$ cat src/include/s2mm_settings.svh
// ############################################################
// sizes and limits for the s2mm receive tail
// include wherever fifo depths or frame limits are needed
// ############################################################
`ifndef S2MM_SETTINGS_SVH
`define S2MM_SETTINGS_SVH

// fifo entry counts
`define S2MM_DATA_FIFO_DEPTH 64
`define S2MM_INFO_FIFO_DEPTH 16
`define S2MM_GOOD_FIFO_DEPTH 64
`define S2MM_CTRL_FIFO_DEPTH 32

// longest frame in beats, also the good fifo headroom
`define S2MM_FRAME_MAX_BEATS 16
// status words per passed frame, also the ctrl fifo headroom
`define S2MM_STATUS_WORDS 6

`endif
$ cat src/logic/s2mm_pkg.sv
// ############################################################
// shared types of the s2mm receive tail
// imported by the stages and the top level
// ############################################################
`default_nettype none

package s2mm_pkg;

   // one stream beat, as held in the data and good fifos
   typedef struct packed {
      logic        last;
      logic [7:0]  keep;
      logic [63:0] data;
   } data_beat_t;

   // per-frame status from the mac side
   typedef struct packed {
      logic       bad;
      logic [5:0] rsvd;
      logic       csum_ok;
   } info_word_t;

   // app word layout, checksum flags at bits 7 and 6
   typedef struct packed {
      logic [23:0] rsvd_hi;
      logic        csum_fail;
      logic        csum_ok;
      logic [5:0]  rsvd_lo;
   } app_word_t;

   // last word layout, byte count in the low half
   typedef struct packed {
      logic [15:0] rsvd;
      logic [15:0] byte_count;
   } len_word_t;

   typedef union packed {
      app_word_t app_view;
      len_word_t len_view;
   } status_payload_u;

   // one control fifo entry
   typedef struct packed {
      logic            last;
      logic [3:0]      strb;
      status_payload_u payload;
   } status_word_t;

   // admitted frame, valid with the start pulse
   typedef struct packed {
      logic drop;
      logic csum_ok;
   } frame_cmd_t;

endpackage

`default_nettype wire

$ cat src/logic/rx_status_writer.sv
// ############################################################
// result stage, writes the control words of a passed frame
// six words on consecutive cycles, then a done pulse
// ############################################################
`timescale 1ns/1ps
`default_nettype none
`include "s2mm_settings.svh"

module rx_status_writer
   import s2mm_pkg::*;
(
   input  wire logic        s2mm_clk,
   input  wire logic        s2mm_resetn,
   input  wire logic        pass_end,
   input  wire logic [15:0] byte_count,
   input  wire logic        csum_ok,
   output logic             ctrl_wren,
   output status_word_t     ctrl_wdata,
   output logic             status_done
);
   localparam int wcw = $clog2(`S2MM_STATUS_WORDS);
   // word slots in the control stream
   localparam logic [wcw-1:0] flags_word = '0;
   localparam logic [wcw-1:0] app_word   = wcw'(3);
   localparam logic [wcw-1:0] last_word  = wcw'(`S2MM_STATUS_WORDS - 1);

   logic           active;
   logic [wcw-1:0] word_cnt;
   logic [15:0]    len_q;
   logic           csum_q;

   always_ff @(posedge s2mm_clk or negedge s2mm_resetn)
   begin
      if (!s2mm_resetn)
      begin
         active      <= 1'b0;
         word_cnt    <= '0;
         status_done <= 1'b0;
      end
      else
      begin
         status_done <= active & (word_cnt == last_word);
         if (pass_end)
         begin
            active <= 1'b1;
         end
         else if (active)
         begin
            if (word_cnt == last_word)
            begin
               active   <= 1'b0;
               word_cnt <= '0;
            end
            else
            begin
               word_cnt <= word_cnt + 1'b1;
            end
         end
      end
   end

   // frame results captured once per frame
   always_ff @(posedge s2mm_clk)
   begin
      if (pass_end)
      begin
         len_q  <= byte_count;
         csum_q <= csum_ok;
      end
   end

   assign ctrl_wren = active;

   // mcast address and tag words stay zero
   always_comb
   begin
      ctrl_wdata      = '0;
      ctrl_wdata.strb = 4'b1111;
      case (word_cnt)
         flags_word:
         begin
            ctrl_wdata.payload = 32'h5000_0000;
         end
         app_word:
         begin
            ctrl_wdata.payload.app_view.csum_fail = ~csum_q;
            ctrl_wdata.payload.app_view.csum_ok   = csum_q;
         end
         last_word:
         begin
            ctrl_wdata.last                        = 1'b1;
            ctrl_wdata.payload.len_view.byte_count = len_q;
         end
         default:
         begin
            ctrl_wdata.payload = '0;
         end
      endcase
   end

endmodule

`default_nettype wire

$ cat config.mk
export PLATFORM = sky130hd
export DESIGN_NAME = rx_status_writer
export DESIGN_NICKNAME = d
export VERILOG_FILES = /design/src/logic/s2mm_pkg.sv /design/src/logic/rx_status_writer.sv
export VERILOG_INCLUDE_DIRS = /design/src /design/src/include
export SDC_FILE = /design/constraint.sdc
export NUM_CORES = 1
export LEC_CHECK = 0
export ABC_AREA = 1
export BUFFER_PORTS_ARGS = -buffer_cell sky130_fd_sc_hd__buf_2
export CAP_MARGIN = 20
export CORE_UTILIZATION = 47
export CTS_CLUSTER_DIAMETER = 200
export DETAILED_ROUTE_END_ITERATION = 10
export PLACE_DENSITY = 0.81
export SYNTH_ARGS = -nofsm -noshare
export SYNTH_HDL_FRONTEND = slang
export SYNTH_SLANG_ARGS = --single-unit
$ cat constraint.sdc
create_clock -name s2mm_clk -period 2.45 [get_ports s2mm_clk]
set_clock_uncertainty 0.2 [all_clocks]
set_input_delay 0.1225 -clock s2mm_clk [delete_from_list [all_inputs] [get_ports s2mm_clk]]
set_output_delay 0.1225 -clock s2mm_clk [all_outputs]
set_load 0.005 [all_outputs]
# --- Word level (Yosys, flattened, before mapping) ---
# Index checks and enable logic that the tools add are counted.
word_totals:
  romBits: 0
  ff_bits: 22
  latch_bits: 0
  out_inout_bits: 39
  mem_count: 0
  ramBits: 0
classes:
  bitwise: 3
  reduce_logical: 2
  mux: 9
  n_addsub: 1
  n_div: 0
  shift: 0
  mul: 0
  n_eq_ne: 2
  order_cmp: 0
ops:
  columns: ["op", "count"]
  rows:
  - ["two-way mux 15 bit", 1]
  - ["two-way mux 8 bit", 1]
  - ["two-way mux 6 bit", 1]
  - ["two-way mux 1 bit", 4]
  - ["one-hot mux 2 bit (2 select lines)", 1]
  - ["adder 3 x 1 -> 3 bit, second input constant", 1]
  - ["equality test 3 x 2 -> 1 bit, second input constant", 1]
  - ["equality test 3 bit, second input constant", 1]
  - ["zero test 3 bit", 1]
  - ["two-way mux 3 bit", 1]
  - ["inverter 1 bit", 2]
  - ["AND reduction 2 bit", 1]
  - ["AND 1 bit", 1]

# --- Logic depth before layout (Yosys ltp) ---
depth:
  word_depth: 4
  ltp_mapped: 7
  ltp_nobuf: 6

# --- Worst setup path after synthesis ---
# No wires, ideal clock.
synth_path:
  path_kind: "reg2reg"
  start: "register word_cnt[0]"
  end: "register word_cnt[2]"
  arrival_ns: 1.046
  stages_incl_launch_ff: 8
  path_slack_ns: 1.122
  path_cell_list: "dfrtp_1 -> buf_4 -> nand2_1 -> inv_1 -> ha_1 -> nor2_1 -> nand2_1 -> o21ai_0"
synth_via:
  elab_chain_cells: 2
synth_lines:
  columns: ["element", "line", "text"]
  rows:
  - ["start, declared", "rx_status_writer.sv:28", "logic [wcw-1:0] word_cnt;"]
  - ["start signal, assigned", "rx_status_writer.sv:56", "word_cnt <= word_cnt + 1'b1;"]
  - ["adder 3 x 1 -> 3 bit or equality test 3 bit (tied branches)", "rx_status_writer.sv:56, rx_status_writer.sv:49", null]
  - ["two-way mux 3 bit *", "rx_status_writer.sv:49", "if (word_cnt == last_word)"]
# Mark *: on every way between the ends. The rest lies on a longest branch, timed or not.
# A chain may end at the register's enable or synchronous reset.

==> summary.txt <==
Worst setup path
  – Slowest-stage cell, CP: dfrtp_1
  – Critical path capture point type: primary output
  – Reg2reg start: word_cnt[0]$_DFFE_PN0P_
  – CP Data Required Time: 2.13 ns
  – Worst EP arrival: 1.53 ns
  – Worst Setup SP: word_cnt[0]$_DFFE_PN0P_
  – Cell mode on critical path: nand2_1
  – Crit Path Class: reg2out
  – Cell Chain, Critical Path: nand2_1 > inv_1 > ha_1 > nand2_1 > nand3b_1 > nand2_1 > buf_2
  – Slowest cell delay on critical path: 0.53 ns
  – Worst R2R Path Depth: 6
  – Crit start category: register
  – Worst-path fanout max: 7

Layout
  – Final Util: 0.670
  – Layout fillers: 174
  – Nets: 187
  – Syn-to-layout area delta: 34.1%
  – Antenna fix cells: 0
  – Share of cells above drive strength 1: 0.352

Floorplan
  – Core Region: 0.00221 mm2
  – Full die area: 0.00255 mm2
  – Initial Util: 0.499
  – Site row count: 17
  – Top Ports: 59
  – Die width: roughly 50 um
  – Die Span Y: about 50 um

STA
  – Unrepaired setup endpoints after global routing: false
  – Crit share post-route: 0.758
  – Final Critical Period: ~1.9 ns
  – Number of hold violations in the final report: 0
  – TNS Setup: 0 ns
  – Fmax: 539 MHz
  – Final Max Tran Viols: 0
  – Final hold slack: 0.0691 ns
  – Setup violators final: 0

Synth
  – Number of synthesized flops with an enable pin: 17
  – Synth top area cells: edfxtp_1, buf_4, dfrtp_1
  – Post-synth ARST share: 0.227
  – Post-synthesis instance area: 0.00110 mm2
  – Seq cells post-synth: 22
  – Ys Warns: 0
  – Yosys top cell by area: edfxtp_1
  – Top cells by count, synth: buf_4, inv_1, edfxtp_1, nand2_1, nor2_2
  – Mapped Cells: 107
  – Top-count cell post-synth: buf_4
  – Area share of the largest cell type after synthesis: 0.462
  – Synth cell types: 18
  – Dominant synthesized flop cell: edfxtp_1
  – Sequential share of the synthesized area: 0.575
  – Average size of a mapped cell: between 10 and 15 um2

Clock tree
  – Clock Latency Late Sink: roughly 0.3 ns
  – Post-CTS setup buffer count: 0
  – TritonCTS clock tree: done
  – Clock sinks: 22
  – Clock transition at the registers of the reported paths: about 0.13 ns
  – H-tree levels: 1
  – CTS Buf Count: 3
  – Max Root-Sink Buffers: 2
  – Root Driver: clkbuf_4

Global route
  – Initial antenna violation count: 0
  – Gr ovfl total: 0
  – Vias in the first global route: 829
  – GR Util All Layers: 0.186
  – Global-route wire length before repair: 3.44 mm
  – Largest net degree at the start of global routing: 20

Power
  – PnR Total Power: between 1000 and 1500 uW
  – PwrDens: roughly 760 mW/mm2
  – VDD IR max: 0.000606 V
  – Pleak: 0.000785 uW

Run
  – Max-cap violations: 0

Placed design
  – Hpwl dp: around 1.3 mm
  – GP Congestion: 0.701
  – IO Port Bufs: 40

Worst hold path
  – Hold path start: pass_end
  – WHS Path Cells: 1
  – Hold Path Class: in2reg

Outcome
  – Status: finished clean

Detailed routing
  – Routed length per placed instance: 11.1 um
  – Via count: 822
  – Initial drt markers: 8
  – Drt total wl: 2.13 mm
  – Residual DRC: 0
  – Vias/cell: 4.26
  – Post-route ant nets: 0
  – DR pass1 iterations: 4
==> power by group <==
part | switching [uW] | internal (uW) | total (uW)
sequential | 52.7 | 460 | 512
clock | 111 | 165 | 276
combinational | 195 | 147 | 341
==> cells in the final DEF, fill, tap and decap left out, types with 3 or more instances in the layout <==
cell           synthesis  final
buf_2                  0     40
inv_1                 19     19
dlygate4sd3_1          0     19
conb_1                 2     18
edfxtp_1              17     17
nand2_1               14     14
nor2_2                10     10
nor2_1                 8      8
dfrtp_1                5      5
clkbuf_4               0      3
==> per-stage QoR <==
| step | instances | cell area (um2) | worst slack, ns |
|---|---|---|---|
| 2_1_floorplan | 123 | 1160 | 1.12 |
| 3_3_place_gp | 170 | 1240 | 1.02 |
| 3_5_place_dp | 170 | 1240 | 0.970 |
| 4_1_cts | 193 | 1480 | 0.612 |
| 5_1_grt | 193 | 1480 | 0.465 |
| 6_report | 193 | 1480 | 0.593 |
==> state kept, by name (all words and copies together) (netlist names) <==
register / flops
csum_q: 1
status_done: 1
ctrl_wren: 1
len_q: 16
word_cnt: 3
==> logic make-up after synthesis <==
| group | share of synthesized area |
|---|---|
| adder cells (fa/ha/maj) | 0.0113 |
| AO/OA/AOI/OAI | 0.0215 |
| AND/OR/NAND/NOR | 0.160 |
| XOR/XNOR | 0.00793 |
| other | 0.00680 |
| buffers and inverters | 0.217 |
| flip-flops | 0.575 |
==> worst max-delay path, delay by kind of cell, from the launching register on <==
kind	cells	cell delay, ns
AND/OR/NAND/NOR	4	0.39
flip-flops	1	0.53
adder cells (fa/ha/maj)	1	0.15
buffers and inverters	2	0.17
==> area by class of cell <==
type,instances,area [um2],area share
Tap cell,28,35.0,0.0236
Clock inverter,1,30.0,0.0203
Inverter,21,78.8,0.0532
Timing Repair Buffer,59,390,0.264
Clock buffer,3,22.5,0.0152
Multi-Input combinational cell,59,289,0.195
Sequential cell,22,636,0.429
==> metal layers <==
metal  vias up  track usage  part of all wire
li1        403            -                 -
met1       378        0.165              0.35
met2        37        0.389              0.59
met3         4       0.0303             0.053
met4         0       0.0880             0.011
met5         -            0                 0
==> repair_timing <==
item,CTS,global route
endpoints found under the hold margin,22,0
gates resized for setup,0,0
hold buffers,19,0
==> path summary, 6_finish.rpt <==
check                                           to  slack [ns]
max                                  ctrl_wdata[6]        0.59
min                            len_q[10]$_DFFE_PP_        0.07
max reg2reg                word_cnt[2]$_DFFE_PN0P_        0.95
min reg2reg                word_cnt[1]$_DFFE_PN0P_        0.36
max in group asynchronous  word_cnt[0]$_DFFE_PN0P_        1.33
min in group asynchronous      ctrl_wren$_DFF_PN0_        0.52
Power figures use the tool's default switching activity.
