**config.mk**
```make
export PLATFORM = sky130hd
export DESIGN_NAME = sync_fifo
export DESIGN_NICKNAME = d
export VERILOG_FILES = /design/src/include/s2mm_settings.svh /design/src/logic/sync_fifo.sv
export SDC_FILE = /design/constraint.sdc
export NUM_CORES = 1
export LEC_CHECK = 0
export BUFFER_PORTS_ARGS = -buffer_cell sky130_fd_sc_hd__buf_2
export CORE_UTILIZATION = 40
export CTS_CLUSTER_DIAMETER = 50
export CTS_CLUSTER_SIZE = 16
export DETAILED_ROUTE_END_ITERATION = 12
export MAX_ROUTING_LAYER = met4
export SYNTH_ARGS = -nofsm -noshare
export SYNTH_HDL_FRONTEND = slang
export SYNTH_SLANG_ARGS = --single-unit
```
**constraint.sdc**
```tcl
create_clock -name s2mm_clk -period 3.7 [get_ports s2mm_clk]
set_input_delay 0.555 -clock s2mm_clk [delete_from_list [all_inputs] [get_ports s2mm_clk]]
set_output_delay 0.555 -clock s2mm_clk [all_outputs]
set_load 0.05 [all_outputs]
```
**src/include/s2mm_settings.svh**
```systemverilog
// ############################################################
// sizes and limits for the s2mm receive tail
// include wherever fifo depths or frame limits are needed
// ############################################################
`ifndef S2MM_SETTINGS_SVH
`define S2MM_SETTINGS_SVH

// fifo entry counts
`define S2MM_DATA_FIFO_DEPTH 64
`define S2MM_INFO_FIFO_DEPTH 16
`define S2MM_GOOD_FIFO_DEPTH 64
`define S2MM_CTRL_FIFO_DEPTH 32

// longest frame in beats, also the good fifo headroom
`define S2MM_FRAME_MAX_BEATS 16
// status words per passed frame, also the ctrl fifo headroom
`define S2MM_STATUS_WORDS 6

`endif
```
**src/logic/sync_fifo.sv**
```systemverilog
// ############################################################
// synchronous fifo with first-word-fall-through read data
// afull rises when fewer than afull_free entries are free
// ############################################################
`timescale 1ns/1ps
`default_nettype none

module sync_fifo #(
   parameter int width      = 8,
   parameter int depth      = 16,
   parameter int afull_free = 1
) (
   input  wire logic             s2mm_clk,
   input  wire logic             s2mm_resetn,
   input  wire logic             wren,
   input  wire logic [width-1:0] wdata,
   input  wire logic             rden,
   output logic      [width-1:0] rdata,
   output logic                  empty,
   output logic                  full,
   output logic                  afull
);
   localparam int aw = (depth > 1) ? $clog2(depth) : 1;
   localparam int cw = $clog2(depth + 1);
   localparam logic [aw-1:0] last_idx    = aw'(depth - 1);
   localparam logic [cw-1:0] full_level  = cw'(depth);
   localparam logic [cw-1:0] afull_level = cw'(depth - afull_free);

   logic [width-1:0] mem [depth];
   logic [aw-1:0]    wr_ptr;
   logic [aw-1:0]    rd_ptr;
   logic [cw-1:0]    count;
   logic             push;
   logic             pop;

   // strobes ignored at the limits
   assign push = wren & ~full;
   assign pop  = rden & ~empty;

   always_ff @(posedge s2mm_clk)
   begin
      if (push)
      begin
         mem[wr_ptr] <= wdata;
      end
   end

   always_ff @(posedge s2mm_clk or negedge s2mm_resetn)
   begin
      if (!s2mm_resetn)
      begin
         wr_ptr <= '0;
         rd_ptr <= '0;
         count  <= '0;
      end
      else
      begin
         // pointers wrap at depth, not only at powers of two
         if (push)
         begin
            wr_ptr <= (wr_ptr == last_idx) ? '0 : wr_ptr + 1'b1;
         end
         if (pop)
         begin
            rd_ptr <= (rd_ptr == last_idx) ? '0 : rd_ptr + 1'b1;
         end
         count <= count + cw'(push) - cw'(pop);
      end
   end

   // head entry always visible
   assign rdata = mem[rd_ptr];
   assign empty = (count == '0);
   assign full  = (count == full_level);
   assign afull = (count > afull_level);

endmodule

`default_nettype wire

```
Yosys cells after proc, flatten, opt, wreduce, memory -nomap -nowiden:

Memories as Yosys holds them, arrays and structs flattened.
Index checks and enable logic that the tools add are counted.

* add/sub/neg operators: 4
* multiply operators: 0
* divide/modulo/power cells: 0
* order comparisons: 1
* equal/unequal tests: 3
* shift-type cells: 0
* muxes and demuxes: 4
* bitwise operators: 4
* reduce and logical (&&, ||, !) cells: 1

Operators by type and width (number)
* $add 4x1->4 const B: 2
* $eq 4x4->1 const B: 2
* $mux 4: 2
* $add 5x1->5: 1
* $eq 5x5->1 const B: 1
* $gt 5x4->1 const B: 1
* $logic_not 5->1: 1
* $sub 5x1->5: 1
* $and 1x1->1: 2
* $mux 1: 2
* $not 1->1: 2

* register bits after elaboration: 13
* bits in latches: 0
* RAM bits: 128
* ROM bits: 0
* input port bits: 12
* logic and storage cells: 21
* memories kept: 1

Memories
* mem: words 16, bits a word 8, read ports 1, clocked after memory_dff 0, write ports 1, RTL line sync_fifo.sv:29 `logic [width-1:0] mem [depth];`

Logic depth before layout (Yosys ltp):

Gate-level depths: netlist of the first run.

* word-level depth: 5
* gate-level depth with buffers: 14
* gate-level depth less buffers: 13

Worst setup path before layout of the first run:

Ideal clock, no wire load.

* path type: register to output
* start: register rd_ptr[0]
* end: output port rdata[2]
* arrival: 2.255 ns
* setup slack: 0.890 ns
* stages on the path, launching flop included: 7
* path buffers: 2
* path through: dfrtp_1 buf_4 and2_1 clkbuf_2 a22oi_1 mux2i_1 o21ai_0

* cells in the longest elaborated chain, start to end: 1

RTL lines
* start: declaration: RTL line sync_fifo.sv:31 `logic [aw-1:0] rd_ptr;`
* start signal: assignment: RTL line sync_fifo.sv:65 `rd_ptr <= (rd_ptr == last_idx) ? '0 : rd_ptr + 1'b1;`
* $mem_v2 16x8
* end: declaration: RTL line sync_fifo.sv:18 `output logic [width-1:0] rdata,`

Every way passes these cells.

Worst setup path in the final report of the first run:

* start: register rd_ptr[0]
* end: output port rdata[3]

The elaborated chain is that of the path after synthesis.

==> run summary, run 1 <==
Met3 wire length - 423 µm
Cell taking the most area after synthesis - edfxtp_1
Antenna violations before repair - 0
Gr usage total - 0.175
Slew @ Worst Pin - 0.859 ns
Slew headroom - 0.428
Residual DRC - 0
WP buf/inv - 2
Critical path fanouts, max - 21
Maximum buffer depth of the clock tree - 2
Cell Area, Synth - 5800 µm²
Startpoint types - register
Starting density of the core - 0.414
# IOs - 23
Worst skew pair latency - 0.42 ns
Vias in the first global route - 2985
Total Neg Setup Slack - 0 ns
Grt ovf - 0
Ys async rst share - 0.0922
CTS tree - done
Clock transition at path regs - 0.06 ns
Fin crit share - 0.872
Final setup viols - 0
Top cells by area, synth - edfxtp_1 66%, mux4_2 9.3%, dfrtp_1 5.6%
Number of synthesized flops with an enable pin - 128
Largest net degree at the start of global routing - 23
Die Wd - 122 µm
Post-CTS setup buffer count - 0
Overall power - 5.43 mW
Clock skew - 0.00448 ns
Outcome - finished, final reports clean
Final hold violations - 0
Main synth FF type - edfxtp_1
Resized cells post-CTS - 0
RSZ-0062 raised after global routing - no
First-pass GRT wire length - 17300 µm
Top-count cell post-synth - edfxtp_1
Peak VDD IR - 377 µV
PortBufs - 22
Core Region - 14000 µm²
Area delta synth->final - 13.9%
Layout Utilization - 0.472
Synthesis-stage register bit count - 141
Rows - 43
Most frequent cells after synthesis - 128 x edfxtp_1, 24 x mux2i_1, 24 x mux4_2
Min-delay worst type - in -> async
Detailed Place HPWL - 7480 µm
Number of vias per cell - 5.30
Ant. Diodes - 0
Cells along the critical path - buf_4 -> mux4_2 -> a32oi_1 -> o21ai_0 -> buf_2
Mapped Cells - 315
Total CTS buffers - 17
Netlist cell types - 36
Die Area - 15000 µm²
Post-route ant nets - 0
WL met2 - 5460 µm
Syn Nets - 342
Worst Setup Path Type - reg -> out
Minimum clock period - 3.23 ns
Max Freq - 0.310 GHz
DRT met1 WL - 5220 µm
Cts hold-fix bufs - 0
Crit-path slowest cell - dfrtp_2
Share of cells above drive strength 1 - 0.241
WP data arrival - 2.67 ns
Total wire length - 11300 µm
Sequential fraction of the synthesis area - 0.719
Synth warn - 0
DRT Pass-1 Iters - 4
Clock sink count - 141
DR top layer - met4
MaxCap Viol Count - 0
Synth Area per Inst - 18.4 µm²
Vias - 2867
Critical Path RT - 3.14 ns
Static leakage - 2.31 nW
Max-slew violations - 0
Die height - 122 µm
CTS root buf - clkbuf_16
Share of the synthesized area in the top cell type - 0.663
Max H-tree Level - 4
Power per cell area - 822 nW/µm²
GP Congestion - 0.766
Initial DRC count - 252
Nets - 376
Crit end category - output pin
Critical Path Max Stage Delay - 0.74 ns
Crit path max-delay family - flip-flops
WL/cell - 20.9 µm
==> area by class of cell <==
cell class                 instances  area, µm²
fill                            1203       7380
sequential                       141       4170
multi-input combinational        147       1500
clock buffer                      20        437
tap                              180        225
timing repair buffer              31        178
clock inverter                    11       53.8
inverter                          11       41.3
==> power breakdown <==
part | switching, mW | internal, mW | total [mW]
Combinational | 1.09 | 0.710 | 1.80
Sequential | 0.257 | 1.95 | 2.20
Clock | 0.589 | 0.832 | 1.42
==> placed cells by master (no fill, tap or decap), types with 2 or more instances in the layout <==
cell / instances
edfxtp_1: 128
mux4_2: 24
mux2i_1: 24
buf_2: 22
clkbuf_16: 17
nor2_1: 15
ha_1: 14
inv_1: 11
dfrtp_1: 11
o21ai_0: 9
nand2_1: 9
buf_4: 9
a22oi_1: 8
a32oi_1: 8
clkinv_2: 7
nor3_1: 5
nand3_1: 4
a21oi_1: 3
xnor2_1: 3
clkinv_1: 3
clkbuf_1: 3
nor2b_1: 2
o21ai_1: 2
a21o_1: 2
xor2_1: 2
nand2b_1: 2
mux2_4: 2
dfrtp_2: 2
==> sequential cells by signal (all words and copies together), names as in the netlist <==
signal / count
mem: 128
wr_ptr: 4
count: 5
rd_ptr: 4
==> kinds of logic (layout without fill, tap and decap cells) <==
| logic type | Yosys count | in the layout | synth area share |
|---|---|---|---|
| and+or+nand+nor | 41 | 41 | 0.0347 |
| adders and majority gates | 15 | 15 | 0.0337 |
| buffers and inverters | 27 | 73 | 0.0224 |
| xor gates and xnor gates | 5 | 5 | 0.00755 |
| muxes | 50 | 50 | 0.140 |
| AOI/OAI and AO/OA | 36 | 36 | 0.0427 |
| DFF | 141 | 141 | 0.719 |
==> path summary, 6_finish.rpt <==
kind	endpoint	startpoint	slack (ns)	cells past startpoint
worst min-delay path	count[1]$_DFF_PN0_	s2mm_resetn	0.02	1
worst max register to register	count[4]$_DFF_PN0_	count[2]$_DFF_PN0_	0.93	12
worst max-delay path	rdata[3]	rd_ptr[0]$_DFFE_PN0P_	0.47	5
min in group s2mm_clk	rd_ptr[3]$_DFFE_PN0P_	rden	0.46	3
worst min register to register	count[0]$_DFF_PN0_	count[0]$_DFF_PN0_	0.57	1
max in group asynchronous	rd_ptr[0]$_DFFE_PN0P_	s2mm_resetn	3.41	1
==> per-stage QoR <==
step                worst slack [ns]  area [µm²]  cells  hold WS (ns)
floorplan                      0.890        5800    315         0.259
global placement               0.890        6110    510         0.461
detailed placement             0.831        6110    510         0.468
CTS                            0.395        6610    541        0.0191
global route                   0.244        6610    541        0.0270
finish                         0.473        6610    541        0.0240
==> per-layer routing <==
metal,vias up,GRT usage
met1,1474,0.222
met4,0,0.0709
met2,55,0.265
met5,-,-
met3,19,0.0483
li1,1319,-
Power figures use the tool's default switching activity.
==> run 2: changes to the inputs <==
--- a/config.mk
+++ b/config.mk
@@ -7,7 +7,7 @@
 export LEC_CHECK = 0
 export BUFFER_PORTS_ARGS = -buffer_cell sky130_fd_sc_hd__buf_2
 export CORE_UTILIZATION = 40
-export CTS_CLUSTER_DIAMETER = 50
+export CTS_CLUSTER_DIAMETER = 80
 export CTS_CLUSTER_SIZE = 16
 export DETAILED_ROUTE_END_ITERATION = 12
 export MAX_ROUTING_LAYER = met4
==> constraint.sdc (replaced) <==
create_clock -name s2mm_clk -period 3.7 [get_ports s2mm_clk]
set_input_delay 0.37 -clock s2mm_clk [delete_from_list [all_inputs] [get_ports s2mm_clk]]
set_output_delay 0.37 -clock s2mm_clk [all_outputs]
set_load 0.05 [all_outputs]
==> run 2 against run 1 <==
Critical path depth unchanged. Global-route usage down 0.060 points. Utilization up 0.47 points. Wire length up 0.34%. Cell count increased by 0.18%. Via count increased by 0.98%. Clock power up 11%. Worst setup slack better by 0.31 ns. Clock skew rose by 0.0013 ns. Clock-buffer cell count increased by 2. Non-clock buffer count did not move. Sequential share of layout area decreased by 0.63 points. Largest power group unchanged.
==> run summary, run 2 (synthesized netlist as in run 1, its figures left out) <==
Outcome - finished, final reports clean
Slew headroom - 0.441 (+0.0134)
Total wire length - 11300 µm (+0.34%)
Startpoint types - register
Placed inst area - 6120 µm² (about the same)
Largest net degree at the start of global routing - 35 (+52%)
Die Area - 15000 µm² (unchanged)
Clock share of power - 0.281 (+0.019)
Biggest regs - mem: 128 flops, count: 5 flops
Share of cells above drive strength 1 - 0.232 (-0.00895)
Peak VDD IR - 436 µV (+16%)
Critical Path RT - 3.33 ns (+0.19 ns)
Min-delay worst type - in -> reg
Core Region - 14000 µm² (unchanged)
Clock transition at path regs - 0.05 ns (about the same)
Total Neg Setup Slack - 0 ns (unchanged)
Pint - 3.64 mW (+4.4%)
Most flops, register - mem
Nets - 376 (unchanged)
Cts hold-fix bufs - 1 (+1)
Final hold violations - 0 (unchanged)
Clock skew - 0.00574 ns (+0.00126 ns)
Antenna violations before repair - 0 (unchanged)
DRT Pass-1 Iters - 4 (unchanged)
Area delta synth->final - 15.1%
Commonest cells after routing, fill and taps aside - 128 x edfxtp_1, 24 x mux4_2, 24 x mux2i_1
Total CTS buffers - 17 (unchanged)
R2r setup slk - 0.92 ns (about the same)
WP data arrival - 2.55 ns (-0.12 ns)
PortBufs - 22 (unchanged)
CTS root buf - clkbuf_16
CTS tree - done
Clock sink count - 141 (unchanged)
Max-slew violations - 0 (unchanged)
Critical Path Max Stage Delay - 0.76 ns (+0.02 ns)
Dpl ws - 0.919 ns (+0.0881 ns)
Number of vias per cell - 5.34 (+0.79%)
Vias in the first global route - 2947 (-1.3%)
Resized cells post-CTS - 0 (unchanged)
Worst Setup Path Type - reg -> out
GP Congestion - 0.755 (-1.4%)
Ant. Diodes - 0 (unchanged)
Crit-path slowest cell - dfrtp_2
# IOs - 23 (unchanged)
Residual DRC - 0 (unchanged)
Final setup viols - 0 (unchanged)
Number of flip-flops in the largest register - 128 (unchanged)
Layout Utilization - 0.477 (+0.00474)
Worst skew pair latency - 0.41 ns (about the same)
Net Sw Power - 1.94 mW (+0.18%)
Cells along the critical path - buf_4 -> mux4_2 -> a32oi_1 -> o21ai_0 -> buf_2
First-pass GRT wire length - 17300 µm (-0.12%)
Post-CTS setup buffer count - 0 (unchanged)
Critical path fanouts, max - 21 (unchanged)
Maximum buffer depth of the clock tree - 2 (unchanged)
Max H-tree Level - 4 (unchanged)
Filler cells - 1170 (-2.7%)
Finished Cell Area - 6670 µm² (+1.0%)
Detailed Place HPWL - 7380 µm (-1.4%)
Fin crit share - 0.789 (-0.0835)
Die height - 122 µm (unchanged)
Minimum clock period - 2.92 ns (-0.309 ns)
Max Freq - 0.343 GHz (+11%)
Power per cell area - 837 nW/µm² (+1.9%)
Gr usage total - 0.174 (-0.000599)
Slew @ Worst Pin - 0.839 ns (-0.0201 ns)
Die Wd - 122 µm (unchanged)
Sequential Power Share - 0.388 (-0.018)
Vias - 2895 (+0.98%)
Post-route ant nets - 0 (unchanged)
Commonest non-fill, non-tap cell in the layout - edfxtp_1
MaxCap Viol Count - 0 (unchanged)
Sw Share - 0.348 (-0.00946)
Final WS setup - 0.782 ns (+0.309 ns)
Logic pwr share - 0.331 (about the same)
Grt ovf - 0 (unchanged)
WL/cell - 20.9 µm (+0.16%)
Rows - 43 (unchanged)
Static leakage - 2.33 nW (+0.89%)
Crit end category - output pin
Starting density of the core - 0.414 (unchanged)
Initial DRC count - 214 (-15%)
RSZ-0062 raised after global routing - no
## run 2: routing by layer
metal / vias up / track usage / part of all wire / routed length [µm]
met5: - / - / 0 / 0
met4: 0 / 0.0595 / 0.013 / 142
met3: 15 / 0.0516 / 0.055 / 621
met2: 80 / 0.276 / 0.51 / 5760
met1: 1480 / 0.213 / 0.42 / 4820
li1: 1320 / - / - / -
## run 2: final timing paths
path,to,cells after the start,from
setup / recovery,rdata[0],5,rd_ptr[0]$_DFFE_PN0P_
hold / removal,rd_ptr[3]$_DFFE_PN0P_,3,rden
setup reg to reg,count[4]$_DFF_PN0_,12,count[2]$_DFF_PN0_
hold reg to reg,count[0]$_DFF_PN0_,1,count[0]$_DFF_PN0_
max in group asynchronous,rd_ptr[1]$_DFFE_PN0P_,2,s2mm_resetn
min in group asynchronous,count[3]$_DFF_PN0_,2,s2mm_resetn
## run 2: through the flow
step	cells	hold slack (ns)	total power, mW
floorplan	315	0.0744	3.55
global placement	509	0.275	4.03
detailed placement	509	0.280	4.07
CTS	542	0.269	5.64
global route	542	0.310	5.87
finish	542	0.295	5.58
## run 2: cell type report
cell class | instances | area (µm²) | area share
Clock inverter | 10 | 97.6 | 0.0146
Timing Repair Buffer | 31 | 193 | 0.0289
Sequential cell | 141 | 4170 | 0.625
Multi-Input combinational cell | 147 | 1500 | 0.225
Tap cell | 180 | 225 | 0.0338
Inverter | 11 | 41.3 | 0.00619
Clock buffer | 22 | 444 | 0.0666
## run 2: power by group through the flow
| stage | clock (mW) | sequential (mW) | combinational, mW |
|---|---|---|---|
| floorplan | 0 | 2.04 | 1.51 |
| global placement | 0 | 2.19 | 1.84 |
| detailed placement | 0 | 2.20 | 1.87 |
| CTS | 1.59 | 2.17 | 1.87 |
| global route | 1.66 | 2.20 | 2.00 |
| finish | 1.57 | 2.17 | 1.85 |
## run 2: worst max-delay path: cells and delay by family, from the launching register on
family | cells | cell delay, ns
AO/OA/AOI/OAI | 2 | 0.33
buffers and inverters | 2 | 0.53
flip-flops | 1 | 0.76
multiplexers | 1 | 0.51
