<file path="src/include/s2mm_settings.svh">
// ############################################################
// sizes and limits for the s2mm receive tail
// include wherever fifo depths or frame limits are needed
// ############################################################
`ifndef S2MM_SETTINGS_SVH
`define S2MM_SETTINGS_SVH

// fifo entry counts
`define S2MM_DATA_FIFO_DEPTH 64
`define S2MM_INFO_FIFO_DEPTH 16
`define S2MM_GOOD_FIFO_DEPTH 64
`define S2MM_CTRL_FIFO_DEPTH 32

// longest frame in beats, also the good fifo headroom
`define S2MM_FRAME_MAX_BEATS 16
// status words per passed frame, also the ctrl fifo headroom
`define S2MM_STATUS_WORDS 6

`endif
</file>
<file path="src/logic/s2mm_pkg.sv">
// ############################################################
// shared types of the s2mm receive tail
// imported by the stages and the top level
// ############################################################
`default_nettype none

package s2mm_pkg;

   // one stream beat, as held in the data and good fifos
   typedef struct packed {
      logic        last;
      logic [7:0]  keep;
      logic [63:0] data;
   } data_beat_t;

   // per-frame status from the mac side
   typedef struct packed {
      logic       bad;
      logic [5:0] rsvd;
      logic       csum_ok;
   } info_word_t;

   // app word layout, checksum flags at bits 7 and 6
   typedef struct packed {
      logic [23:0] rsvd_hi;
      logic        csum_fail;
      logic        csum_ok;
      logic [5:0]  rsvd_lo;
   } app_word_t;

   // last word layout, byte count in the low half
   typedef struct packed {
      logic [15:0] rsvd;
      logic [15:0] byte_count;
   } len_word_t;

   typedef union packed {
      app_word_t app_view;
      len_word_t len_view;
   } status_payload_u;

   // one control fifo entry
   typedef struct packed {
      logic            last;
      logic [3:0]      strb;
      status_payload_u payload;
   } status_word_t;

   // admitted frame, valid with the start pulse
   typedef struct packed {
      logic drop;
      logic csum_ok;
   } frame_cmd_t;

endpackage

`default_nettype wire

</file>
<file path="src/logic/rx_beat_mover.sv">
// ############################################################
// execute stage, moves one frame's beats out of the data fifo
// passed frames go to the good fifo with a byte count
// ############################################################
`timescale 1ns/1ps
`default_nettype none

module rx_beat_mover
   import s2mm_pkg::*;
(
   input  wire logic       s2mm_clk,
   input  wire logic       s2mm_resetn,
   input  wire logic       start,
   input  wire frame_cmd_t cmd,
   input  wire data_beat_t beat,
   output logic            data_rden,
   output logic            info_rden,
   output logic            good_wren,
   output data_beat_t      good_wdata,
   output logic            pass_end,
   output logic            drop_end,
   output logic [15:0]     byte_count,
   output logic            csum_ok
);
   typedef enum logic [1:0] {mv_idle, mv_pass, mv_drop} move_state_t;

   move_state_t state;
   logic        pass_last;
   logic        drop_last;
   logic [3:0]  beat_bytes;
   logic [15:0] frame_len;
   logic        csum_q;

   // only contiguous keep from bit 0 counts, anything else is 0
   function automatic logic [3:0] keep_bytes(input logic [7:0] keep);
      logic [3:0] n;
      case (keep)
         8'h01:   n = 4'd1;
         8'h03:   n = 4'd2;
         8'h07:   n = 4'd3;
         8'h0f:   n = 4'd4;
         8'h1f:   n = 4'd5;
         8'h3f:   n = 4'd6;
         8'h7f:   n = 4'd7;
         8'hff:   n = 4'd8;
         default: n = 4'd0;
      endcase
      return n;
   endfunction

   // one read per cycle until last, beats are already in the fifo
   assign data_rden = (state != mv_idle);

   always_ff @(posedge s2mm_clk or negedge s2mm_resetn)
   begin
      if (!s2mm_resetn)
      begin
         state     <= mv_idle;
         good_wren <= 1'b0;
         pass_last <= 1'b0;
         drop_last <= 1'b0;
         pass_end  <= 1'b0;
         drop_end  <= 1'b0;
      end
      else
      begin
         good_wren <= (state == mv_pass);
         pass_last <= (state == mv_pass) & beat.last;
         drop_last <= (state == mv_drop) & beat.last;
         // count has settled by now
         pass_end  <= pass_last;
         drop_end  <= drop_last;
         case (state)
            mv_idle:
            begin
               if (start)
               begin
                  state <= cmd.drop ? mv_drop : mv_pass;
               end
            end
            mv_pass, mv_drop:
            begin
               if (beat.last)
               begin
                  state <= mv_idle;
               end
            end
            default: state <= mv_idle;
         endcase
      end
   end

   // frame's info word popped one cycle after its last beat
   assign info_rden = pass_last | drop_last;

   always_ff @(posedge s2mm_clk)
   begin
      good_wdata <= beat;
      beat_bytes <= keep_bytes(beat.keep);
      if (start)
      begin
         frame_len <= '0;
         csum_q    <= cmd.csum_ok;
      end
      else if (good_wren)
      begin
         // bytes of the beat written this cycle
         frame_len <= frame_len + {12'h000, beat_bytes};
      end
   end

   assign byte_count = frame_len;
   assign csum_ok    = csum_q;

endmodule

`default_nettype wire

</file>
<file path="config.mk">
export PLATFORM = sky130hd
export DESIGN_NAME = rx_beat_mover
export DESIGN_NICKNAME = d
export VERILOG_FILES = /design/src/include/s2mm_settings.svh /design/src/logic/s2mm_pkg.sv /design/src/logic/rx_beat_mover.sv
export SDC_FILE = /design/constraint.sdc
export NUM_CORES = 1
export LEC_CHECK = 0
export BUFFER_PORTS_ARGS = -buffer_cell sky130_fd_sc_hd__buf_2
export CAP_MARGIN = 20
export CELL_PAD_IN_SITES_DETAIL_PLACEMENT = 1
export CELL_PAD_IN_SITES_GLOBAL_PLACEMENT = 2
export CORE_MARGIN = 3
export CORE_UTILIZATION = 26
export DETAILED_ROUTE_END_ITERATION = 6
export PLACE_DENSITY = 0.89
export SLEW_MARGIN = 20
export SYNTH_ARGS = -nofsm -noshare
export SYNTH_HDL_FRONTEND = slang
export SYNTH_SLANG_ARGS = --single-unit
export TNS_END_PERCENT = 5
</file>
<file path="constraint.sdc">
create_clock -name s2mm_clk -period 3.57 [get_ports s2mm_clk]
set_input_delay 0.714 -clock s2mm_clk [delete_from_list [all_inputs] [get_ports s2mm_clk]]
set_output_delay 0.714 -clock s2mm_clk [all_outputs]
set_load 0.01 [all_outputs]
</file>
---- After elaboration in Yosys (flattened, before gate mapping) ----
Index checks and enable logic that the tools add are counted.
operators by class
  add/subtract/negate cells ............... 1
  eq/ne operators ......................... 12
  muxes and demuxes ....................... 5
  bitwise gates (word level) .............. 3
  reductions and logical operators ........ 4
operator list
  kind                  count
  $pmux W4 S8           1
  $add A16 B4 Y16       1
  $eq A8 B1 Y1 const B  1
  $eq A8 B2 Y1 const B  1
  $eq A8 B3 Y1 const B  1
  $eq A8 B4 Y1 const B  1
  $eq A8 B5 Y1 const B  1
  $eq A8 B6 Y1 const B  1
  $eq A8 B7 Y1 const B  1
  $eq A8 B8 Y1 const B  1
  $mux W2               3
  $ne A2 B2 Y1 const B  2
  $pmux W2 S2           1
  $and A1 B1 Y1         2
  $eq A2 B1 Y1 const B  1
  $eq A2 B2 Y1 const B  1
  $logic_not A2 Y1      1
  $reduce_and A2 Y1     1
  $reduce_bool A2 Y1    1
  $reduce_or A2 Y1      1
  $or A1 B1 Y1          1
storage, ports and cells
  register bits ........................... 101
  input bits .............................. 78
  output and inout bits ................... 95
  logic and storage cells ................. 37

---- Depth between registers and ports, before layout ----
Gate-level depths: netlist of the first run.
  word-level depth ........................ 4
  depth in mapped cells ................... 6
  mapped depth without buffers ............ 6

---- Worst setup path before layout of the first run ----
OpenSTA, ideal clock, no wires.
  path kind ............................... flip-flop to flip-flop
  start ................................... register frame_len[0], in the netlist byte_count[0]
  end ..................................... register frame_len[14], in the netlist byte_count[14]
  library setup time ...................... 0.123 ns
  arrival ................................. 1.752 ns
  required time ........................... 3.447 ns
  path slack .............................. 1.695 ns
  stages on the path, launching flop included .. 7
  buffers on the path ..................... 0
  period minus slack after synthesis ...... 1.875 ns
  cell sequence ........................... dfxtp_1 > ha_1 > fa_1 > nand3_1 > a211oi_1 > nor2b_1 > mux2_1
on the way
  cells in the longest elaborated chain, start to end .. 1
ends and longest elaborated chain
  element                 line                  RTL
  from (decl)             rx_beat_mover.sv:31   logic [15:0] frame_len;
  from (signal assigned)  rx_beat_mover.sv:108  frame_len <= frame_len + {12'h000, beat_bytes};
  $add A16 B4 Y16         rx_beat_mover.sv:108
Every way passes these cells.
A chain may end at the register's enable or synchronous reset.

---- Worst setup path after layout of the first run ----
  start ................................... register frame_len[1], in the netlist byte_count[1]
  end ..................................... register frame_len[15], in the netlist byte_count[15]
The elaborated chain is that of the path after synthesis.

==> results.ini, run 1 <==
[setup_path]
required_ps = 3820
reg2reg_depth = 5
critical_path_class = flop to flop
r2r_end = byte_count[15]
worst_setup_path_end_kind = flop
rr_startpoint = byte_count[1]
critPathArrivalTime_ps = 2400
start_kind = flop
r2r_slack_ps = 1420
critPathMaxFanout = 11

[grt]
grt_pass1_vias = 2401
grt_max_degree = 25
grt_pass1_wl_mm = 11.30
grt_overflow = 0
antenna_found_initial = 0
grt_util_all_layers_pct = 12.36

[sta]
rsz0062_at_grt = false
clock_skew_ps = 8.540
post-route-period-util_pct = 60.14
hold_viol = 0
setup_viol = 0
fin_setup_tns_ps = 0
finalMaxSlewViolations = 0
timing.hold.ws_ps = 171.0
worst_pin_slew_ps = 756.1
fmax_mhz = 465.8
finalCriticalPeriod_ps = 2147
maxSlewHeadroom_pct = 49.59

[synthesis]
yosys-top-cells-area = dfxtp_1 66%, dfrtp_1 6.2%, ha_1 3.1%
synth_compound_area_share_pct = 7.041
syn-instance-count = 212
syn-cell-area_um2 = 2808
yosys.area.top_type_share_pct = 66.31
synth_ff_type = dfxtp_1
async_reset_ff_share_pct = 6.931
syn-num-nets = 298
synth-seq-cells = 101
ys_seq_area_share_pct = 73.62
synth-adder-area-share_pct = 3.832
synth_top_family_by_area = simple AND/OR/NAND/NOR gates
synth_edf_count = 1
synth-simple-area-share_pct = 9.938
synthMuxAreaShare_pct = 1.916
synth_cell_types = 39
synth.avg_cell_area_um2 = 13.24
synth-xor-area-share_pct = 1.872
synth_largest_area_cell = dfxtp_1
yosys_warnings = 0

[cts]
htreeDepth = 3
cts_tree = done
numCtsBuffers = 9
cts_setup_buffers = 0
clock-root-buffer = clkbuf_8
cts-hold-fix-buffers = 0
clock_latency_ps = 350
clkSlewWorstSetupHoldPaths_ps = 90
clock_sinks = 101
clockBufferDepth = 2
ctsResizeCount = 0

[finish]
drive_above_1_share_pct = 48.22
fin_nets = 476
final_cells = 530
mostFrequentLayoutCell = buf_2
mostFrequentLayoutCells = 172 x buf_2, 93 x dfxtp_1, 12 x nor2_1
postLayoutCellArea_um2 = 3998
num_antenna_cells = 0
area_growth_pct = 42.38

[floorplan]
initial_utilization_pct = 26.95
core_um2 = 10420
rows = 37
chipWidth_um = 109.9
num_io_pins = 173
fp.dieH_um = 109.9
die_area_um2 = 12080

[placement]
place_hpwl_mm = 5.938
place_inst = 515
placed_cell_area_um2 = 3811
gp_congestion = 0.7584
portBuffers = 172

[run]
cap_violations = 0

[detailed_routing]
drt_iter0_markers = 34
route.antenna.remaining_nets = 0
vias_per_cell = 4.198
drc = 0
wl_per_cell_um = 13.75
vias = 2225
first_pass_iters = 4
finalWirelength_mm = 7.285

[power]
power_density_nw_per_um2 = 553.5
p_leak_nw = 1.950
ir_worst_vdd_mv = 0.3339

[worst_hold_path]
hp-class = input port to async pin

[outcome]
status = complete, no violations

[sequential cells by signal, indices dropped and copies added, names as in the netlist]
register and flops:
good_wdata 73, byte_count 16, beat_bytes 4, state 2, csum_ok 1, drop_end 1
drop_last 1, good_wren 1, pass_end 1, pass_last 1
[synthesized netlist by cell type, types with 3 or more instances]
cell	number
nand2_1	7
or4_1	3
dfrtp_1	7
a211oi_1	3
nor2_1	12
a21oi_1	11
ha_1	7
dfxtp_1	93
nand3_1	6
nor2b_1	5
xnor2_1	6
o21ai_0	4
o31ai_1	4
inv_1	6
clkbuf_1	3
mux2_1	3
[critical path, cell delays in order, from the launching register on]
cell	delay [ps]
dfxtp_1	420
ha_1	270
a211o_1	310
a21oi_1	600
nor4b_2	120
mux2_1	330
[power by group]
part	internal, mW	switching [mW]
Clock	0.321	0.378
Combinational	0.127	0.144
Sequential	1.20	0.0410
Total	1.65	0.563
[stage by stage]
step                setup WS (ps)  power, mW  utilization, %
global placement             1491      1.535           36.59
finish                       1423      2.213           38.38
detailed placement           1399      1.548           36.59
CTS                          1395      2.255           38.38
floorplan                    1695      1.403               -
global route                 1201      2.347           38.38
[final cells by class]
type	instances	area [um^2]
fill	1217	6419
sequential	101	2067
timing repair buffer	172	860.8
multi-input combinational	100	690.7
tap	136	170.2
clock buffer	9	123.9
clock inverter	6	62.56
inverter	6	22.52
[layer usage]
layer  global-route usage, %  share of wire, %  vias to the layer above
met4                   5.788               2.0                        0
met5                       0                 0                        -
met1                   12.66                37                     1017
li1                        -                 -                     1079
met3                   5.755                12                       14
met2                   21.27                49                      115
[worst max-delay path by stage]
stage	startpoint	endpoint	slack (ps)	cells past startpoint
after floorplan	byte_count[0]	byte_count[14]	1690	6
after global placement	byte_count[1]	byte_count[15]	1490	5
after detailed placement	byte_count[1]	byte_count[15]	1400	5
after CTS	byte_count[1]	byte_count[15]	1390	5
after global routing	byte_count[1]	byte_count[15]	1200	5
final	byte_count[1]	byte_count[15]	1420	5
[logic make-up (layout without fill, tap and decap cells)]
logic type                 Yosys count  count (layout)
muxes                                5               5
buffers and inverters               11             193
xor gates and xnor gates             6               6
AOI/OAI and AO/OA                   31              31
adders and majority gates            8               8
and+or+nand+nor                     50              50
DFF                                101             101
No activity file was read; power rests on OpenSTA's default activity.
==> inputs of run 2 (changes only) <==
--- a/config.mk
+++ b/config.mk
@@ -10,9 +10,9 @@
 export CELL_PAD_IN_SITES_DETAIL_PLACEMENT = 1
 export CELL_PAD_IN_SITES_GLOBAL_PLACEMENT = 2
 export CORE_MARGIN = 3
-export CORE_UTILIZATION = 26
+export CORE_UTILIZATION = 24
 export DETAILED_ROUTE_END_ITERATION = 6
-export PLACE_DENSITY = 0.89
+export PLACE_DENSITY = 0.83
 export SLEW_MARGIN = 20
 export SYNTH_ARGS = -nofsm -noshare
 export SYNTH_HDL_FRONTEND = slang
==> constraint.sdc (replaced) <==
create_clock -name s2mm_clk -period 2.15 [get_ports s2mm_clk]
set_input_delay 0.43 -clock s2mm_clk [delete_from_list [all_inputs] [get_ports s2mm_clk]]
set_output_delay 0.43 -clock s2mm_clk [all_outputs]
set_load 0.01 [all_outputs]
==> results.ini, run 2 (synthesis gave the netlist of run 1 again) <==
[setup_path]
rr_startpoint = byte_count[0]
crit_slowest_cell = dfxtp_1
worst_setup_path_end_kind = flop
r2r_slack_ps = 170  ; -1250 ps
critical_path_class = flop to flop
r2r_end = byte_count[12]
critPathMaxFanout = 4  ; -7
cp_common_cell = nand3_1
reg2reg_depth = 7  ; +2
required_ps = 2370  ; -1450 ps
critPathArrivalTime_ps = 2200  ; -200 ps
start_kind = flop
cp_top_family = adder cells
cp_num_buf_inv = 1  ; +1
max_stage_delay_ps = 350  ; -250 ps
crit_chain = ha_1 > fa_1 > nand3_1 > a211oi_1 > buf_4 > nand3_1 > mux2_1

[cts]
htreeDepth = 3  ; unchanged
clock_sinks = 101  ; unchanged
clkSlewWorstSetupHoldPaths_ps = 70  ; -20 ps
clock_latency_ps = 330  ; -20 ps
cts_setup_buffers = 0  ; unchanged
ctsResizeCount = 0  ; unchanged
numCtsBuffers = 9  ; unchanged
clockBufferDepth = 2  ; unchanged
clock-root-buffer = clkbuf_16
cts_tree = done

[sta]
fmax_mhz = 505.9  ; +8.6%
fin_setup_tns_ps = 0  ; unchanged
maxSlewHeadroom_pct = 66.02  ; +16 points
finalMaxSlewViolations = 0  ; unchanged
rsz0062_at_grt = false
setup_viol = 0  ; unchanged
post-route-period-util_pct = 91.93  ; +32 points
hold_viol = 0  ; unchanged
clock_skew_ps = 3.540  ; -5.000 ps
finalCriticalPeriod_ps = 1976  ; -170.5 ps
worst_pin_slew_ps = 496.9  ; -259.2 ps

[placement]
gp_congestion = 0.7208  ; -5.0%
place_hpwl_mm = 6.208  ; +4.5%
place_inst = 522  ; +1.4%
portBuffers = 172  ; unchanged

[grt]
grt_max_degree = 25  ; unchanged
antenna_found_initial = 1  ; +1
grt_pass1_vias = 2424  ; +0.96%
grt_overflow = 0  ; unchanged
grt_pass1_wl_mm = 12.23  ; +8.2%
grt_util_all_layers_pct = 12.08  ; -0.28 points

[finish]
fin_nets = 480  ; +0.84%
largest_register_ffs = 73  ; unchanged
final_cells = 539  ; +1.7%
mostFrequentLayoutCells = 172 x buf_2, 93 x dfxtp_1, 12 x nor2_1
max_flop_register = good_wdata
num-fill-cells = 1293  ; +6.2%
mostFrequentLayoutCell = buf_2
drive_above_1_share_pct = 48.62  ; +0.40 points
area_growth_pct = 48.84
num_antenna_cells = 0  ; unchanged

[worst_hold_path]
hold_path_startpoint = beat[35]
hold_end = good_wdata[35]
worstHoldPathCells = 1
hp-class = input port to flop

[floorplan]
die_area_um2 = 13030  ; +7.9%
rows = 38  ; +2.7%
initial_utilization_pct = 25.24  ; -1.7 points
fp.dieH_um = 114.2  ; +3.9%
core_um2 = 11130  ; +6.8%
num_io_pins = 173  ; unchanged
chipWidth_um = 114.2  ; +3.9%

[power]
power_density_nw_per_um2 = 1024  ; +85%
ir_worst_vdd_mv = 0.5153  ; +54%
p_leak_nw = 2.034  ; +4.3%

[detailed_routing]
drc = 0  ; unchanged
vias_per_cell = 4.224  ; +0.63%
vias = 2277  ; +2.3%
first_pass_iters = 4  ; unchanged
drt_iter0_markers = 78  ; +130%
wl_per_cell_um = 14.18  ; +3.1%
route.antenna.remaining_nets = 0  ; unchanged
finalWirelength_mm = 7.641  ; +4.9%

[run]
cap_violations = 0  ; unchanged

[outcome]
status = complete, no violations

[run 2: cell count changes in the layout (fill, tap and decap cells not counted), sizes merged]
cell and delta:
bufinv +1, clkinv -2, buf +3, dlygate4sd3 +1, inv +2
[run 2: worst max-delay path by stage]
stage / startpoint / endpoint / depth (start not counted)
global placement: byte_count[0] / byte_count[12] / 7
global route: byte_count[0] / byte_count[12] / 7
CTS: byte_count[0] / byte_count[12] / 7
floorplan: byte_count[0] / byte_count[14] / 6
finish: byte_count[0] / byte_count[12] / 7
detailed placement: byte_count[0] / byte_count[12] / 7
[run 2: final cells by class]
type	count	area [um^2]	area share, %
clock buffer	9	225.2	5.389
timing repair buffer	176	893.4	21.38
inverter	6	22.52	0.5389
tap	140	175.2	4.192
sequential	101	2067	49.46
multi-input combinational	100	690.7	16.53
clock inverter	7	105.1	2.515
[run 2: repair_timing]
action                                  4_1_cts  5_1_grt
endpoints found under the setup margin        0        0
hold buffers                                  1        0
hold endpoints to repair                      7        0
[run 2: stage by stage]
stage | instance area, um^2 | hold slack (ps) | power [mW] | util, % | setup slack (ps)
floorplan | 2808 | 134.4 | 2.330 | - | 274.7
global placement | 3839 | 270.8 | 2.570 | 34.50 | 256.1
detailed placement | 3839 | 276.0 | 2.594 | 34.50 | 180.8
CTS | 4179 | 171.7 | 4.361 | 37.56 | 175.2
global route | 4179 | 166.8 | 4.518 | 37.56 | 26.29
finish | 4179 | 191.2 | 4.278 | 37.56 | 173.5
[run 2: metal layers]
metal / part of all wire, % / GRT usage, % / vias to the layer above
li1: - / - / 1091
met1: 38 / 12.72 / 1075
met2: 50 / 20.96 / 98
met3: 10 / 5.814 / 11
met4: 1.7 / 4.355 / 2
met5: 0.14 / 0 / -
[run 2: power breakdown]
part           switching, mW  leakage [nW]  internal (mW)  total (mW)
Sequential            0.0487         0.881           2.00        2.05
Combinational          0.270         0.989          0.219       0.490
Clock                  0.702         0.164           1.04        1.74
==> inputs of run 3 (changes only) <==
==> constraint.sdc (replaced) <==
create_clock -name s2mm_clk -period 2.2 [get_ports s2mm_clk]
set_input_delay 0.44 -clock s2mm_clk [delete_from_list [all_inputs] [get_ports s2mm_clk]]
set_output_delay 0.44 -clock s2mm_clk [all_outputs]
set_load 0.01 [all_outputs]
==> results.ini, run 3 (synthesis gave the netlist of run 1 again) <==
[floorplan]
num_io_pins = 173  ; unchanged
core_um2 = 11130  ; unchanged
initial_utilization_pct = 25.24  ; unchanged
fp.dieH_um = 114.2  ; unchanged
die_area_um2 = 13030  ; unchanged
chipWidth_um = 114.2  ; unchanged
rows = 38  ; unchanged

[finish]
mostFrequentLayoutCells = 172 x buf_2, 93 x dfxtp_1, 12 x nor2_1
num_antenna_cells = 0  ; unchanged
mostFrequentLayoutCell = buf_2
max_flop_register = good_wdata
final_cells = 538  ; -0.19%
drive_above_1_share_pct = 48.74  ; +0.12 points
area_growth_pct = 48.84  ; unchanged
largest_register_ffs = 73  ; unchanged
fin_nets = 479  ; -0.21%
finalCoreUtilization_pct = 37.56  ; unchanged
postLayoutCellArea_um2 = 4179  ; unchanged

[cts]
cts_setup_buffers = 0  ; unchanged
clock_sinks = 101  ; unchanged
htreeDepth = 3  ; unchanged
numCtsBuffers = 9  ; unchanged
clockBufferDepth = 2  ; unchanged
clock_latency_ps = 330  ; about the same
cts_tree = done
clock-root-buffer = clkbuf_16
clkSlewWorstSetupHoldPaths_ps = 70  ; about the same

[worst_hold_path]
hold_path_startpoint = beat[25]
hp-class = input port to flop

[sta]
rsz0062_at_grt = false
setup_viol = 0  ; unchanged
post-route-period-util_pct = 89.42  ; -2.5 points
setup_slack_ps = 232.7  ; +59.18 ps
hold_viol = 0  ; unchanged
finalMaxSlewViolations = 0  ; unchanged
timing.hold.ws_ps = 201.2  ; +10.04 ps
fmax_mhz = 508.3  ; +0.47%
finalCriticalPeriod_ps = 1967  ; -9.175 ps
maxSlewHeadroom_pct = 61.35  ; -4.7 points
fin_setup_tns_ps = 0  ; unchanged
clock_skew_ps = 4.203  ; +0.6639 ps
worst_pin_slew_ps = 565.1  ; +68.19 ps

[power]
p_leak_nw = 2.024  ; -0.47%
power_density_nw_per_um2 = 1000  ; -2.3%
total_power_mw = 4.181  ; -2.3%
ir_worst_vdd_mv = 0.4609  ; -11%

[setup_path]
crit_chain = ha_1 > fa_1 > nand3_1 > a211oi_2 > nor2b_1 > mux2_1
critical_path_class = flop to flop
crit_slowest_cell = dfxtp_1
worst_setup_path_end_kind = flop
max_stage_delay_ps = 350  ; about the same
rr_startpoint = byte_count[0]
required_ps = 2420  ; +50 ps
critPathMaxFanout = 4  ; unchanged
start_kind = flop
startpoint = byte_count[0]
critPathArrivalTime_ps = 2190  ; about the same

[grt]
grt_overflow = 0  ; unchanged
grt_max_degree = 25  ; unchanged
grt_pass1_vias = 2473  ; +2.0%
antenna_found_initial = 0  ; -1
grt_pass1_wl_mm = 12.07  ; -1.3%
grt_util_all_layers_pct = 11.94  ; -0.14 points

[placement]
placed_cell_area_um2 = 3831  ; -0.20%
place_hpwl_mm = 6.050  ; -2.5%
dpl_worst_slack_ps = 136.4  ; -44.37 ps
portBuffers = 172  ; unchanged
gp_congestion = 0.7304  ; +1.3%
place_inst = 521  ; -0.19%

[detailed_routing]
first_pass_iters = 4  ; unchanged
wl_per_cell_um = 14.16  ; about the same
route.antenna.remaining_nets = 0  ; unchanged
drc = 0  ; unchanged
vias_per_cell = 4.182  ; -1.0%
drt_iter0_markers = 80  ; +2.6%
vias = 2250  ; -1.2%
finalWirelength_mm = 7.620  ; -0.27%

[run]
cap_violations = 0  ; unchanged

[outcome]
status = complete, no violations

run 3: final timing paths:
path	endpoint	slack, ps	cells past startpoint
worst min register to register	pass_end	370	0
min in group asynchronous	pass_end	490	2
worst max-delay path	byte_count[14]	230	6
max in group asynchronous	state[1]	1560	2
worst max register to register	byte_count[14]	230	6
worst min-delay path	good_wdata[25]	200	1
run 3: layout make-up:
type	instances	area, um^2
clock buffers	9	225.2
clock inverters	7	107.6
fillers	1295	6947
inverters	6	22.52
multi-input cells	100	695.7
flip-flops and latches	101	2067
well taps	140	175.2
repair buffers	175	885.9
run 3: report_power, final:
group,switching [mW],internal [mW],total (mW)
clock,0.696,1.02,1.71
sequential,0.0477,1.95,2.00
combinational,0.256,0.213,0.469
run 3: worst max-delay path, delay by kind of cell (launching register included):
| family | cells | cell delay [ps] |
|---|---|---|
| adder cells (fa/ha/maj) | 2 | 450 |
| AND/OR/NAND/NOR | 2 | 380 |
| flip-flops | 1 | 350 |
| AO/OA/AOI/OAI | 1 | 350 |
| multiplexers | 1 | 330 |
run 3: per-layer routing:
metal | global-route usage [%] | share of wire (%) | up-vias
met1 | 12.66 | 38 | 1056
li1 | - | - | 1085
met2 | 20.84 | 51 | 98
met5 | 0 | 0 | -
met3 | 5.285 | 9.3 | 11
met4 | 4.513 | 1.8 | 0
run 3: repair_timing:
action | CTS | global route
hold buffers | 1 | 0
gates resized for setup | 0 | 1
endpoints found under the setup margin | 0 | 1
endpoints found under the hold margin | 7 | 0
